### src/include/hc_consts.svh
// Register map, buffer sizing and fold constants of the hash-command front end
// The prefix constant holds its first byte in the low bits
`ifndef HC_CONSTS_SVH
`define HC_CONSTS_SVH

// Bus widths
`define HC_APB_AW 12
`define HC_DATA_W 32

// Register byte offsets
`define HC_ADDR_CFG       12'h000
`define HC_ADDR_PREFIX_LO 12'h004
`define HC_ADDR_PREFIX_HI 12'h008
`define HC_ADDR_CMD       12'h00C
`define HC_ADDR_MSG       12'h010
`define HC_ADDR_STATUS    12'h014
`define HC_ADDR_ERR       12'h018
`define HC_ADDR_DIGEST    12'h01C

// Message buffer
`define HC_FIFO_DEPTH 8

// Digest fold
`define HC_DIGEST_SEED    32'h6A09E667
`define HC_ROT            5
`define HC_SQUEEZE_CONST  32'h9E3779B9
`define HC_SQUEEZE_CYCLES 4

// encode_string("KMAC") as bytes 01 20 4B 4D 41 43
`define HC_PREFIX_KMAC 48'h43414D4B2001

`endif

### src/rtl/hc_pkg.sv
// Shared types of the hash-command front end
// Enum widths are fixed because the error info field packs them directly
`include "hc_consts.svh"

package hc_pkg;

  // Software commands written to CMD
  typedef enum logic [2:0] {
    CmdNone      = 3'd0,
    CmdStart     = 3'd1,
    CmdProcess   = 3'd2,
    CmdManualRun = 3'd3,
    CmdDone      = 3'd4
  } hc_cmd_e;

  // Hash mode, value 1 is unused
  typedef enum logic [1:0] {
    Sha3   = 2'd0,
    Shake  = 2'd2,
    CShake = 2'd3
  } hc_mode_e;

  typedef enum logic [2:0] {
    L128 = 3'd0,
    L224 = 3'd1,
    L256 = 3'd2,
    L384 = 3'd3,
    L512 = 3'd4
  } hc_strength_e;

  typedef enum logic [7:0] {
    ErrNone                   = 8'h00,
    ErrSwCmdSequence          = 8'h01,
    ErrUnexpectedModeStrength = 8'h02,
    ErrIncorrectFunctionName  = 8'h03
  } hc_err_code_e;

  // Command sequence state, shown in STATUS
  typedef enum logic [2:0] {
    StIdle       = 3'd0,
    StMsgFeed    = 3'd1,
    StProcessing = 3'd2,
    StAbsorbed   = 3'd3,
    StSqueezing  = 3'd4
  } hc_seq_st_e;

  // Configuration, 55 bits
  typedef struct packed {
    hc_mode_e     mode;
    hc_strength_e strength;
    logic         kmac_en;
    logic         allow_unsupported;
    logic [47:0]  prefix;
  } hc_cfg_t;

  typedef struct packed {
    logic         valid;
    hc_err_code_e code;
    logic [23:0]  info;
  } hc_err_t;

  typedef struct packed {
    logic                  psel;
    logic                  penable;
    logic                  pwrite;
    logic [`HC_APB_AW-1:0] paddr;
    logic [`HC_DATA_W-1:0] pwdata;
  } hc_apb_req_t;

  typedef struct packed {
    logic [`HC_DATA_W-1:0] prdata;
    logic                  pready;
    logic                  pslverr;
  } hc_apb_rsp_t;

endpackage : hc_pkg

### src/rtl/hc_msg_fifo.sv
// Show-ahead message FIFO, read data is valid whenever empty is low
// Pushes while full are ignored
`timescale 1ns/10ps
`include "hc_consts.svh"

module hc_msg_fifo (
  input  logic                  clk_i,
  input  logic                  rst_ni,
  input  logic                  push_i,
  input  logic [`HC_DATA_W-1:0] wdata_i,
  input  logic                  pop_i,
  output logic [`HC_DATA_W-1:0] rdata_o,
  output logic                  full_o,
  output logic                  empty_o
);

  localparam int PtrW = $clog2(`HC_FIFO_DEPTH);
  localparam int CntW = $clog2(`HC_FIFO_DEPTH + 1);

  logic [`HC_DATA_W-1:0] mem [`HC_FIFO_DEPTH];
  logic [PtrW-1:0]       wr_ptr;
  logic [PtrW-1:0]       rd_ptr;
  logic [CntW-1:0]       count;
  logic                  do_push;
  logic                  do_pop;

  assign do_push = push_i && !full_o;
  assign do_pop  = pop_i && !empty_o;

  // Storage
  always_ff @(posedge clk_i) begin
    if (do_push) mem[wr_ptr] <= wdata_i;
  end

  // Pointers wrap at the last slot
  always_ff @(posedge clk_i or negedge rst_ni) begin
    if (!rst_ni) begin
      wr_ptr <= '0;
      rd_ptr <= '0;
      count  <= '0;
    end else begin
      if (do_push) wr_ptr <= (wr_ptr == PtrW'(`HC_FIFO_DEPTH - 1)) ? '0 : wr_ptr + 1'b1;
      if (do_pop)  rd_ptr <= (rd_ptr == PtrW'(`HC_FIFO_DEPTH - 1)) ? '0 : rd_ptr + 1'b1;
      count <= count + CntW'(do_push) - CntW'(do_pop);
    end
  end

  assign rdata_o = mem[rd_ptr];
  assign full_o  = (count == CntW'(`HC_FIFO_DEPTH));
  assign empty_o = (count == '0);

  a_no_pop_empty: assert property (@(posedge clk_i) disable iff (!rst_ni)
    pop_i |-> !empty_o);

endmodule : hc_msg_fifo

### src/rtl/hc_apb_regs.sv
// APB register block with no wait state except a MSG write into a full FIFO
// Writes to unmapped offsets are dropped and answer with pslverr
`timescale 1ns/10ps
`include "hc_consts.svh"

module hc_apb_regs (
  input  logic                  clk_i,
  input  logic                  rst_ni,
  input  hc_pkg::hc_apb_req_t   apb_req_i,
  output hc_pkg::hc_apb_rsp_t   apb_rsp_o,
  output hc_pkg::hc_cfg_t       cfg_o,
  output hc_pkg::hc_cmd_e       sw_cmd_o,
  output logic                  push_o,
  output logic [`HC_DATA_W-1:0] wdata_o,
  input  logic                  full_i,
  input  hc_pkg::hc_err_t       err_i,
  input  hc_pkg::hc_seq_st_e    state_i,
  input  logic [`HC_DATA_W-1:0] digest_i
);

  logic                  access;
  logic                  wr;
  logic                  msg_wr;
  logic                  stall;
  logic                  mapped;
  logic [`HC_DATA_W-1:0] prdata;
  hc_pkg::hc_cfg_t       cfg_q;
  hc_pkg::hc_err_t       err_q;

  ////////////////////////////////////////
  // Transfer decode
  ////////////////////////////////////////

  // Access phase of an APB transfer
  assign access = apb_req_i.psel && apb_req_i.penable;
  assign wr     = access && apb_req_i.pwrite;
  assign msg_wr = wr && (apb_req_i.paddr == `HC_ADDR_MSG);

  // Hold the MSG write until the FIFO has room
  assign stall  = msg_wr && full_i;

  assign push_o  = msg_wr && !full_i;
  assign wdata_o = apb_req_i.pwdata;

  // One-cycle command pulse in the access cycle
  assign sw_cmd_o = (wr && (apb_req_i.paddr == `HC_ADDR_CMD)) ?
                    hc_pkg::hc_cmd_e'(apb_req_i.pwdata[2:0]) : hc_pkg::CmdNone;

  ////////////////////////////////////////
  // Registers
  ////////////////////////////////////////

  always_ff @(posedge clk_i or negedge rst_ni) begin
    if (!rst_ni) begin
      cfg_q <= '0;
    end else if (wr) begin
      case (apb_req_i.paddr)
        `HC_ADDR_CFG: begin
          cfg_q.mode              <= hc_pkg::hc_mode_e'(apb_req_i.pwdata[1:0]);
          cfg_q.strength          <= hc_pkg::hc_strength_e'(apb_req_i.pwdata[4:2]);
          cfg_q.kmac_en           <= apb_req_i.pwdata[8];
          cfg_q.allow_unsupported <= apb_req_i.pwdata[9];
        end
        `HC_ADDR_PREFIX_LO: cfg_q.prefix[31:0]  <= apb_req_i.pwdata;
        `HC_ADDR_PREFIX_HI: cfg_q.prefix[47:32] <= apb_req_i.pwdata[15:0];
        default: ;
      endcase
    end
  end

  assign cfg_o = cfg_q;

  // Sticky error record where the first error wins until ERR is written
  always_ff @(posedge clk_i or negedge rst_ni) begin
    if (!rst_ni) begin
      err_q <= '0;
    end else if (wr && (apb_req_i.paddr == `HC_ADDR_ERR)) begin
      err_q <= '0;
    end else if (!err_q.valid && err_i.valid) begin
      err_q <= err_i;
    end
  end

  ////////////////////////////////////////
  // Read data and response
  ////////////////////////////////////////

  always_comb begin
    mapped = 1'b1;
    prdata = '0;
    case (apb_req_i.paddr)
      `HC_ADDR_CFG: begin
        prdata = {22'h0, cfg_q.allow_unsupported, cfg_q.kmac_en,
                  3'h0, cfg_q.strength, cfg_q.mode};
      end
      `HC_ADDR_PREFIX_LO: prdata = cfg_q.prefix[31:0];
      `HC_ADDR_PREFIX_HI: prdata = {16'h0, cfg_q.prefix[47:32]};
      `HC_ADDR_CMD: prdata = '0;
      `HC_ADDR_MSG: prdata = '0;
      // STATUS holds error valid, FIFO full and the sequence state
      `HC_ADDR_STATUS: prdata = {27'h0, err_q.valid, full_i, state_i};
      `HC_ADDR_ERR: prdata = {err_q.code, err_q.info};
      `HC_ADDR_DIGEST: prdata = digest_i;
      default: mapped = 1'b0;
    endcase
  end

  assign apb_rsp_o.prdata  = prdata;
  assign apb_rsp_o.pready  = access && !stall;
  assign apb_rsp_o.pslverr = access && !mapped;

  // The requester holds a stalled MSG write and its data until room frees
  a_stall_held: assert property (@(posedge clk_i) disable iff (!rst_ni)
    stall |=> msg_wr && $stable(apb_req_i.pwdata));

endmodule : hc_apb_regs

### src/rtl/hc_cmd_check.sv
// Command sequence tracker and configuration checker on the command path
// A prefix mismatch is only reported and never blocks the command
`timescale 1ns/10ps
`include "hc_consts.svh"

module hc_cmd_check (
  input  logic               clk_i,
  input  logic               rst_ni,
  input  hc_pkg::hc_cfg_t    cfg_i,
  input  hc_pkg::hc_cmd_e    sw_cmd_i,
  input  logic               absorbed_i,
  input  logic               squeeze_done_i,
  output hc_pkg::hc_cmd_e    cmd_o,
  output hc_pkg::hc_seq_st_e state_o,
  output hc_pkg::hc_err_t    err_o
);

  hc_pkg::hc_seq_st_e st_q;
  hc_pkg::hc_seq_st_e st_d;
  logic               err_seq;
  logic               err_ms;
  logic               err_prefix;
  logic               pair_ok;
  logic               starting;
  logic               block;
  logic [2:0]         flags;

  ////////////////////////////////////////
  // Sequence check
  ////////////////////////////////////////

  // Legal commands per state with None accepted everywhere
  always_comb begin
    err_seq = 1'b0;
    case (st_q)
      hc_pkg::StIdle:
        err_seq = !(sw_cmd_i inside {hc_pkg::CmdNone, hc_pkg::CmdStart});
      hc_pkg::StMsgFeed:
        err_seq = !(sw_cmd_i inside {hc_pkg::CmdNone, hc_pkg::CmdProcess});
      hc_pkg::StAbsorbed:
        err_seq = !(sw_cmd_i inside {hc_pkg::CmdNone, hc_pkg::CmdManualRun,
                                     hc_pkg::CmdDone});
      // Processing and Squeezing accept no command
      default:
        err_seq = (sw_cmd_i != hc_pkg::CmdNone);
    endcase
  end

  // Next state before gating
  always_comb begin
    st_d = st_q;
    case (st_q)
      hc_pkg::StIdle:       if (sw_cmd_i == hc_pkg::CmdStart) st_d = hc_pkg::StMsgFeed;
      hc_pkg::StMsgFeed:    if (sw_cmd_i == hc_pkg::CmdProcess) st_d = hc_pkg::StProcessing;
      hc_pkg::StProcessing: if (absorbed_i) st_d = hc_pkg::StAbsorbed;
      hc_pkg::StAbsorbed: begin
        if (sw_cmd_i == hc_pkg::CmdManualRun) begin
          st_d = hc_pkg::StSqueezing;
        end else if (sw_cmd_i == hc_pkg::CmdDone) begin
          st_d = hc_pkg::StIdle;
        end
      end
      hc_pkg::StSqueezing:  if (squeeze_done_i) st_d = hc_pkg::StAbsorbed;
      default:              st_d = hc_pkg::StIdle;
    endcase
  end

  ////////////////////////////////////////
  // Configuration check at Start
  ////////////////////////////////////////

  assign starting = (st_q == hc_pkg::StIdle) && (st_d == hc_pkg::StMsgFeed);

  // Supported mode and strength pairs
  assign pair_ok =
    ((cfg_i.mode == hc_pkg::Sha3) &&
     (cfg_i.strength inside {hc_pkg::L224, hc_pkg::L256, hc_pkg::L384, hc_pkg::L512})) ||
    ((cfg_i.mode inside {hc_pkg::Shake, hc_pkg::CShake}) &&
     (cfg_i.strength inside {hc_pkg::L128, hc_pkg::L256}));

  assign err_ms     = starting && !pair_ok;
  assign err_prefix = starting && cfg_i.kmac_en && (cfg_i.prefix != `HC_PREFIX_KMAC);

  // Sequence errors always block and bad pairs block unless allowed
  assign block = err_seq || (err_ms && !cfg_i.allow_unsupported);

  always_ff @(posedge clk_i or negedge rst_ni) begin
    if (!rst_ni) begin
      cmd_o <= hc_pkg::CmdNone;
      st_q  <= hc_pkg::StIdle;
    end else begin
      cmd_o <= block ? hc_pkg::CmdNone : sw_cmd_i;
      if (!block) st_q <= st_d;
    end
  end

  assign state_o = st_q;

  // Error record by priority of sequence over mode over prefix
  assign flags = {err_seq, err_ms, err_prefix};

  always_comb begin
    err_o = '0;
    if (err_seq) begin
      err_o.valid = 1'b1;
      err_o.code  = hc_pkg::ErrSwCmdSequence;
      err_o.info  = {5'h0, flags, 5'h0, st_q, 5'h0, sw_cmd_i};
    end else if (err_ms) begin
      err_o.valid = 1'b1;
      err_o.code  = hc_pkg::ErrUnexpectedModeStrength;
      err_o.info  = {5'h0, flags, 6'h0, cfg_i.mode, 5'h0, cfg_i.strength};
    end else if (err_prefix) begin
      err_o.valid = 1'b1;
      err_o.code  = hc_pkg::ErrIncorrectFunctionName;
      err_o.info  = {5'h0, flags, 16'h0};
    end
  end

  a_state_known: assert property (@(posedge clk_i) disable iff (!rst_ni)
    !$isunknown(st_q));

  // A forwarded command always moves the sequence on
  a_fwd_moves_state: assert property (@(posedge clk_i) disable iff (!rst_ni)
    (cmd_o != hc_pkg::CmdNone) |-> (st_q != $past(st_q)));

endmodule : hc_cmd_check

### src/rtl/hc_absorb_core.sv
// Stand-in absorb core, a rotate and XOR fold and not a real hash
// Commands are taken as legal, the checker filters them upstream
`timescale 1ns/10ps
`include "hc_consts.svh"

module hc_absorb_core (
  input  logic                  clk_i,
  input  logic                  rst_ni,
  input  hc_pkg::hc_cmd_e       cmd_i,
  input  logic [`HC_DATA_W-1:0] rdata_i,
  input  logic                  empty_i,
  output logic                  pop_o,
  output logic                  absorbed_o,
  output logic                  squeeze_done_o,
  output logic [`HC_DATA_W-1:0] digest_o
);

  localparam int SqzW = $clog2(`HC_SQUEEZE_CYCLES);

  typedef enum logic [2:0] {
    CoreIdle,
    CoreFeed,
    CoreDrain,
    CoreAbsorbed,
    CoreSqueeze
  } core_st_e;

  core_st_e              st_q;
  logic [SqzW-1:0]       sqz_cnt;
  logic [`HC_DATA_W-1:0] digest_q;

  // Rotate left by HC_ROT, then XOR in the word
  function automatic logic [`HC_DATA_W-1:0] fold(input logic [`HC_DATA_W-1:0] d,
                                                 input logic [`HC_DATA_W-1:0] w);
    return ((d << `HC_ROT) | (d >> (`HC_DATA_W - `HC_ROT))) ^ w;
  endfunction

  // Drain while feeding and after Process
  assign pop_o          = ((st_q == CoreFeed) || (st_q == CoreDrain)) && !empty_i;
  assign absorbed_o     = (st_q == CoreDrain) && empty_i;
  assign squeeze_done_o = (st_q == CoreSqueeze) && (sqz_cnt == SqzW'(`HC_SQUEEZE_CYCLES - 1));

  always_ff @(posedge clk_i or negedge rst_ni) begin
    if (!rst_ni) begin
      st_q     <= CoreIdle;
      sqz_cnt  <= '0;
      digest_q <= '0;
    end else begin
      if (pop_o) digest_q <= fold(digest_q, rdata_i);
      case (st_q)
        CoreIdle: begin
          if (cmd_i == hc_pkg::CmdStart) begin
            digest_q <= `HC_DIGEST_SEED;
            st_q     <= CoreFeed;
          end
        end
        CoreFeed:  if (cmd_i == hc_pkg::CmdProcess) st_q <= CoreDrain;
        CoreDrain: if (empty_i) st_q <= CoreAbsorbed;
        CoreAbsorbed: begin
          if (cmd_i == hc_pkg::CmdManualRun) begin
            sqz_cnt <= '0;
            st_q    <= CoreSqueeze;
          end else if (cmd_i == hc_pkg::CmdDone) begin
            st_q <= CoreIdle;
          end
        end
        CoreSqueeze: begin
          sqz_cnt <= sqz_cnt + 1'b1;
          // Last round cycle folds the constant
          if (squeeze_done_o) begin
            digest_q <= fold(digest_q, `HC_SQUEEZE_CONST);
            st_q     <= CoreAbsorbed;
          end
        end
        default: st_q <= CoreIdle;
      endcase
    end
  end

  assign digest_o = digest_q;

endmodule : hc_absorb_core

### src/rtl/hc_top.sv
// Hash-command front end, APB port in, no interrupts
`timescale 1ns/10ps
`include "hc_consts.svh"

module hc_top (
  input  logic                clk_i,
  input  logic                rst_ni,
  input  hc_pkg::hc_apb_req_t apb_req_i,
  output hc_pkg::hc_apb_rsp_t apb_rsp_o
);

  hc_pkg::hc_cfg_t       cfg;
  hc_pkg::hc_cmd_e       sw_cmd;
  hc_pkg::hc_cmd_e       cmd_fwd;
  hc_pkg::hc_err_t       err;
  hc_pkg::hc_seq_st_e    state;
  logic                  push;
  logic                  pop;
  logic                  full;
  logic                  empty;
  logic                  absorbed;
  logic                  squeeze_done;
  logic [`HC_DATA_W-1:0] wdata;
  logic [`HC_DATA_W-1:0] rdata;
  logic [`HC_DATA_W-1:0] digest;

  // Producer
  hc_apb_regs i_hc_apb_regs (
    .clk_i, .rst_ni, .apb_req_i, .apb_rsp_o,
    .cfg_o(cfg), .sw_cmd_o(sw_cmd), .push_o(push), .wdata_o(wdata),
    .full_i(full), .err_i(err), .state_i(state), .digest_i(digest)
  );

  // Command gate between producer and consumer
  hc_cmd_check i_hc_cmd_check (
    .clk_i, .rst_ni, .cfg_i(cfg), .sw_cmd_i(sw_cmd),
    .absorbed_i(absorbed), .squeeze_done_i(squeeze_done),
    .cmd_o(cmd_fwd), .state_o(state), .err_o(err)
  );

  hc_msg_fifo i_hc_msg_fifo (
    .clk_i, .rst_ni, .push_i(push), .wdata_i(wdata), .pop_i(pop),
    .rdata_o(rdata), .full_o(full), .empty_o(empty)
  );

  // Consumer
  hc_absorb_core i_hc_absorb_core (
    .clk_i, .rst_ni, .cmd_i(cmd_fwd), .rdata_i(rdata), .empty_i(empty),
    .pop_o(pop), .absorbed_o(absorbed), .squeeze_done_o(squeeze_done),
    .digest_o(digest)
  );

endmodule : hc_top

### config.mk
export PLATFORM = sky130hd
export DESIGN_NAME = hc_top
export DESIGN_NICKNAME = d
export VERILOG_FILES = /design/src/rtl/hc_pkg.sv /design/src/rtl/hc_msg_fifo.sv /design/src/rtl/hc_apb_regs.sv /design/src/rtl/hc_cmd_check.sv /design/src/rtl/hc_absorb_core.sv /design/src/rtl/hc_top.sv
export VERILOG_INCLUDE_DIRS = /design/src /design/src/include
export SDC_FILE = /design/constraint.sdc
export NUM_CORES = 1
export LEC_CHECK = 0
export BUFFER_PORTS_ARGS = -buffer_cell sky130_fd_sc_hd__clkbuf_2
export CAP_MARGIN = 40
export CORE_MARGIN = 3
export CORE_UTILIZATION = 55
export CTS_BUF_LIST = sky130_fd_sc_hd__clkbuf_4 sky130_fd_sc_hd__clkbuf_8
export CTS_CLUSTER_DIAMETER = 60
export DETAILED_ROUTE_END_ITERATION = 8
export GPL_TIMING_DRIVEN = 0
export MAX_ROUTING_LAYER = met4
export PLACE_DENSITY_LB_ADDON = 0.25
export RECOVER_POWER = 100
export SLEW_MARGIN = 20
export SYNTH_ARGS = -nofsm -noshare
export SYNTH_HDL_FRONTEND = slang
export SYNTH_SLANG_ARGS = --single-unit
### constraint.sdc
create_clock -name clk_i -period 6.59 [get_ports clk_i]
set_input_delay 0.659 -clock clk_i [delete_from_list [all_inputs] [get_ports clk_i]]
set_output_delay 0.659 -clock clk_i [all_outputs]
set_load 0.005 [all_outputs]
==> results.cfg, run 1 <==
[floorplanning]
start_util = 0.5626
rows = 62
die_h_um = 178.3
core_sq_mm = 0.02901
die_x_um = 178.3
die_area_sq_mm = 0.03178
top_level_ports = 83

[setup_path]
r2r_end = i_hc_msg_fifo.mem[3][2]
arrival_ps = 4290
start_kind = primary input
end_kind = output pin
reg2reg_slack_ps = 2410
crit_type = in -> out
rr_startpoint = i_hc_msg_fifo.count[2]
cp_max_fo = 10
worstSetupStartpoint = apb_req_i[33]
ff2ff_path_depth = 9
crit_path_end = apb_rsp_o[5]
required_ps = 5930

[route]
ant_nets = 0
totalWireLength_um = 41990
vias = 10560
drc_errors = 0
routed_via_density = 6.266
drt_iter0_drc = 1139
drtPass1Iterations = 7
wl_per_cell_um = 24.92

[yosys]
synth_top_family_by_area = multiplexers
ys_ff_latch = 376
synth_simple_gate_area_frac = 0.07850
synth_ff_type = edfxtp_1
ys_warn_count = 0
syn_avg_cell_area_sq_um = 15.17
yosysSeqAreaShare = 0.6550
syn_area_sq_mm = 0.01632
synth_nets = 1137
synth_top_area_frac = 0.4710
synth_top_cell_by_area = edfxtp_1
synth_edf_count = 256
synth-xor-area-share = 0.003220
yosysMostFrequentCell = edfxtp_1
synth.area.top_cells = edfxtp_1 (47%), dfrtp_1 (18%), mux4_2 (8.8%)
synth_compound_area_frac = 0.07957
synth_fa_ha_area_frac = 0.009659
yosysUniqueCellTypes = 69
synth_mux_area_frac = 0.1499
synth_async_sr_flop_share = 0.3191
synthTopCellsByCount = edfxtp_1 (256), dfrtp_1 (120), nand2_1 (72), mux4_2 (64), o21ai_0 (46)
synthCells = 1076

[job]
cap_viol_max_count = 5

[grt]
track_usage = 0.2791
grt_start_max_net_pins = 75
grt_use_met3 = 0.05768
busiest_layer = met2
met2_usage = 0.4185
use_met1 = 0.3865
grt_overflow = 0
first_global_vias = 10520
grt_pass1_wl_um = 63740
antenna_found_initial = 0

[timing]
timing.final.ws_setup_ps = 1643
slew_headroom = -0.8069
tns_ps = 0
setup_viol = 0
hold-worst-slack_ps = 455.4
drv_slew = 96
report.final.hold_viol_count = 0
min_period_ps = 4947
timing.fmax_ghz = 0.2021
worst_pin_slew_ps = 2710
rsz0062_at_grt = false
post-route-period-util = 0.7507
finalClockSkew_ps = 18.88

[final_layout]
design_area_sq_mm = 0.01856
diodes = 0
area_delta_synth_final_pct = 13.73
final_layout_size_suffix_gt1_frac = 0.1899
post-route-util = 0.6398
finalNetCount = 1312

[clock_network]
postCtsSetupBuffers = 0
htree_levels = 2
hold_buffers = 0
clock_sinks = 376
cts_buffers = 58
cts-resized-gates = 0
clk_latency_ps = 590
cts_max_path_buffers = 3
cts_tree = built
clk_pin_slew_ps = 70
clockRootBuffer = clkbuf_8

[min_path]
hp-class = in -> reg

[place]
port_buffers = 82
gp_congestion = 0.9550
dp_hpwl_um = 30120
post_dp_cell_area_sq_mm = 0.01761
place_ws_ps = 2503

[run_status]
violations = max-capacitance violations, max-slew violations
status = complete, but fails checks

[power_and_ir_drop]
p_leak_nw = 7.119
powerDensity_mw_per_mm2 = 374.7
ir_drop_mv = 0.2612
==> cells in the final DEF (no fill, tap or decap), types with 7 or more instances in the layout <==
master | netlist | layout
clkinv_1 | 1 | 17
clkbuf_1 | 44 | 125
a21o_1 | 7 | 7
clkbuf_8 | 0 | 62
a21oi_1 | 42 | 42
nand2b_1 | 14 | 14
nor4_1 | 6 | 8
inv_1 | 33 | 34
buf_1 | 10 | 9
nor2_1 | 42 | 42
ha_1 | 11 | 11
a22o_1 | 19 | 19
dfrtp_1 | 120 | 120
mux4_2 | 64 | 64
a222oi_1 | 22 | 22
mux2_1 | 23 | 24
clkbuf_2 | 0 | 31
nand2_1 | 72 | 72
mux2_2 | 37 | 36
edfxtp_1 | 256 | 256
nand3_1 | 17 | 17
a2bb2o_1 | 8 | 8
and3_1 | 17 | 17
mux2i_1 | 33 | 33
clkinv_2 | 0 | 11
o22ai_1 | 11 | 11
nor3_1 | 16 | 17
o21ai_0 | 46 | 47
clkbuf_4 | 0 | 15
==> worst max-delay path: stages <==
cell	delay, ps
clkbuf_1	90
or4_1	600
nor4_1	1190
and2_0	240
clkbuf_1	260
clkbuf_1	660
a22oi_1	270
nand2_1	180
clkbuf_1	120
==> where the power goes <==
group | leakage [nW] | switching, mW | total (mW) | internal [mW]
clock | 0.646 | 0.904 | 2.02 | 1.12
sequential | 3.88 | 0.176 | 2.85 | 2.68
combinational | 2.59 | 1.18 | 2.08 | 0.905
==> stage by stage <==
| step | cells | power (mW) |
|---|---|---|
| floorplan | 1076 | 4.321 |
| global placement | 1542 | 4.865 |
| detailed placement | 1575 | 4.972 |
| CTS | 1685 | 6.982 |
| global route | 1685 | 7.308 |
| finish | 1685 | 6.956 |
==> metal layers <==
metal | share of wire | wire length, um | up-vias
met1 | 0.41 | 17140 | 5382
met4 | 0.035 | 1478 | 0
met2 | 0.47 | 19700 | 511
li1 | - | - | 4570
met3 | 0.088 | 3674 | 96
met5 | 0 | 0 | -
==> cell families (layout without fill, tap and decap cells) <==
logic type	count (synthesis)	in the layout
muxes	157	157
DFF	376	376
xor gates and xnor gates	6	6
adders and majority gates	12	12
AOI/OAI and AO/OA	186	186
and+or+nand+nor	238	238
buffers and inverters	101	326
==> worst min-delay path by stage <==
| stage | startpoint | endpoint | slack [ps] | cells past startpoint |
|---|---|---|---|---|
| 5_1_grt | apb_req_i[1] | i_hc_msg_fifo.mem[2][1] | 460 | 1 |
| 2_1_floorplan | rst_ni | i_hc_absorb_core.digest_o[0] | 360 | 0 |
| 3_5_place_dp | i_hc_apb_regs.err_q[8] | i_hc_apb_regs.err_q[8] | 480 | 1 |
| 3_3_place_gp | i_hc_apb_regs.err_q[2] | i_hc_apb_regs.err_q[2] | 470 | 1 |
| 4_1_cts | rst_ni | i_hc_absorb_core.st_q[1] | 2 | 1 |
| 6_report | apb_req_i[1] | i_hc_msg_fifo.mem[2][1] | 460 | 1 |
==> sequential cells by signal, indices dropped and copies added (netlist names) <==
register / flops
i_hc_absorb_core.digest_o: 32
i_hc_absorb_core.sqz_cnt: 2
i_hc_absorb_core.st_q: 3
i_hc_apb_regs.cfg_o: 55
i_hc_apb_regs.err_q: 12
i_hc_cmd_check.cmd_o: 3
i_hc_cmd_check.state_o: 3
i_hc_msg_fifo.count: 4
i_hc_msg_fifo.mem: 256
i_hc_msg_fifo.rd_ptr: 3
i_hc_msg_fifo.wr_ptr: 3
==> cell type report <==
type / instances / area [sq um]
tap: 384 / 480.5
clock inverter: 33 / 254.0
fill: 2232 / 10450
timing repair buffer: 115 / 604.3
buffer: 66 / 254.0
sequential: 376 / 10690
multi-input combinational: 599 / 5182
inverter: 35 / 131.4
clock buffer: 77 / 965.9
Power figures use the tool's default switching activity.
==> run 2: changes to the inputs <==
- ABC_AREA: not set -> 1
- clock period: 6.59 -> 5.1 ns (I/O delays scaled with it)
==> run 2 against run 1 <==
  * The run still ends with max-capacitance violations, max-slew violations left
  * Total power is 36% higher
  * Sequential power is 28% higher
  * Area after synthesis is 2.2% higher
  * Core utilization is 0.54 points lower
  * Setup slack worse by 570 ps
  * Sequential share of layout area is 1.0 points lower
  * Routed wire length is 24% higher
  * Final cell count is 32% higher
  * Die area is 2.1% higher
  * Via count is 28% higher
  * Register-to-register slack worse by 1300 ps
  * Synthesized cell count is 48% higher
==> results.cfg, run 2 <==
[run_status]
status = complete, but fails checks
violations = max-capacitance violations, max-slew violations

[timing]
post-route-period-util = 0.7895
min_period_ps = 4027
finalClockSkew_ps = 38.46
slew_headroom = -1.163
rsz0062_at_grt = false
hold-worst-slack_ps = 266.2
report.final.hold_viol_count = 0
drv_slew = 57
timing.final.ws_setup_ps = 1073
setup_viol = 0
timing.fmax_ghz = 0.2483
worst_pin_slew_ps = 3245

[final_layout]
finalNetCount = 1838
fillers = 2437
layout_common_cells = edfxtp_1 (256), nand2_1 (253), o21ai_0 (215), nor2_1 (193), clkbuf_1 (136)
multiInputGateArea_sq_mm = 0.005111
diodes = 0
largest_reg_flops = 256
top_register = i_hc_msg_fifo.mem
final_layout_size_suffix_gt1_frac = 0.09683
area_delta_synth_final_pct = 13.36
seq_area_sq_mm = 0.01069
layout_commonest_cell = edfxtp_1

[place]
port_buffers = 82
gp_congestion = 1.013
place_ws_ps = 1439
dp_hpwl_um = 37340

[min_path]
min-delay-start = apb_req_i[29]
hp-class = in -> reg

[route]
dr_wl_met3_um = 6159
dr_wl_met2_um = 24070
routed_via_density = 6.104
wl_per_cell_um = 23.44
vias = 13540
routed.top_layer = met4
ant_nets = 0
drt_iter0_drc = 1919
drtPass1Iterations = 5
wirelength_met1_um = 20030
drc_errors = 0
totalWireLength_um = 51990

[setup_path]
required_ps = 5330
cp_max_fo = 9
start_kind = primary input
arrival_ps = 4260
worstSetupStartpoint = apb_req_i[41]
end_kind = flop
crit_type = in -> reg
rr_startpoint = i_hc_msg_fifo.count[2]

[power_and_ir_drop]
ir_drop_mv = 0.2529
p_leak_nw = 7.331
powerDensity_mw_per_mm2 = 498.7
power.total_mw = 9.427

[clock_network]
clk_pin_slew_ps = 70
cts_buffers = 59
clk_latency_ps = 630
cts_max_path_buffers = 3
cts_tree = built
htree_levels = 2
clockRootBuffer = clkbuf_8
clock_sinks = 376

[grt]
track_usage = 0.3237
grt_overflow = 0
antenna_found_initial = 1
grt_start_max_net_pins = 65
first_global_vias = 12880
grt_pass1_wl_um = 77790

[job]
cap_viol_max_count = 1

[yosys]
yosysUniqueCellTypes = 48
synth.area.top_cells = edfxtp_1 (46%), dfrtp_1 (18%), o21ai_0 (6.2%)
yosysSeqAreaShare = 0.6411
ys_ff_latch = 376
synth_async_sr_flop_share = 0.3191
syn_area_sq_mm = 0.01668
yosysMostFrequentCell = edfxtp_1
synth_edf_count = 256
synth_ff_type = edfxtp_1
synth_top_area_frac = 0.4610
synthCells = 1596
synth_top_cell_by_area = edfxtp_1
synthTopCellsByCount = edfxtp_1 (256), nand2_1 (249), o21ai_0 (205), nor2_1 (190), inv_1 (123)
syn_avg_cell_area_sq_um = 10.45
synth_nets = 1657
ys_warn_count = 0

[floorplanning]
die_h_um = 180.1
die_x_um = 180.1
top_level_ports = 83
start_util = 0.5597
die_area_sq_mm = 0.03245
rows = 63
core_sq_mm = 0.02980
run 2: cell families (layout without fill, tap and decap cells):
group,after synthesis,count (layout),synth area share
AO/OA/AOI/OAI,404,404,0.1419
XOR/XNOR,9,9,0.004727
adder cells (fa/ha/maj),12,12,0.009454
buffers and inverters,213,445,0.05065
flip-flops,376,376,0.6411
multiplexers,16,16,0.01080
AND/OR/NAND/NOR,566,566,0.1414
run 2: worst paths after layout:
| kind | cells past startpoint | end | slack [ps] |
|---|---|---|---|
| setup / recovery | 13 | i_hc_msg_fifo.mem[7][5] | 1070 |
| hold / removal | 1 | i_hc_msg_fifo.mem[1][29] | 270 |
| setup reg to reg | 10 | i_hc_msg_fifo.mem[7][5] | 1160 |
| hold reg to reg | 1 | i_hc_absorb_core.digest_o[11] | 460 |
| max in group asynchronous | 2 | i_hc_apb_regs.cfg_o[54] | 1740 |
| min in group asynchronous | 2 | i_hc_cmd_check.state_o[1] | 1520 |
run 2: repair_timing:
action,in CTS,in global routing
hold buffers,1,0
hold endpoints to repair,56,0
resized for setup,0,0
endpoints found under the setup margin,0,0
setup buffers,0,0
run 2: through the flow:
step | instances | area [sq um] | utilization | TNS [ps]
after detailed placement | 2103 | 17930 | 0.6018 | 0
after global routing | 2218 | 18900 | 0.6344 | 0
after floorplan | 1596 | 16680 | - | 0
after CTS | 2216 | 19180 | 0.6437 | 0
after global placement | 2068 | 17570 | 0.5898 | -471390
final | 2218 | 18900 | 0.6344 | 0
run 2: report_power, final:
group | internal [mW] | total [mW] | switching (mW) | leakage (nW)
clock network | 1.43 | 2.63 | 1.20 | 0.650
logic | 0.926 | 3.13 | 2.21 | 2.80
registers | 3.45 | 3.66 | 0.209 | 3.88
run 2: final cells by class:
cell class / count / area share
plain buffers: 82 / 0.01721
clock buffers: 82 / 0.05507
clock inverters: 30 / 0.01046
inverters: 131 / 0.02601
multi-input cells: 1007 / 0.2704
flip-flops and latches: 376 / 0.5655
well taps: 390 / 0.02581
repair buffers: 120 / 0.02952
run 2: routing by layer:
metal  global-route usage  vias to the layer above
met5                    -                        -
met4               0.1105                        0
met3              0.05248                      133
met2               0.4937                      877
met1               0.4498                     6521
li1                     -                     6008
run 2: worst max-delay path, cell delays in order:
cell      delay, ps
clkbuf_2         80
nor2_1          100
nand2_1          80
inv_1            60
nand3_1         100
nor4_1          430
nand3_1         280
nor2_1          220
inv_1           110
nor3_1          640
clkbuf_1        580
clkbuf_1        580
clkbuf_1        490
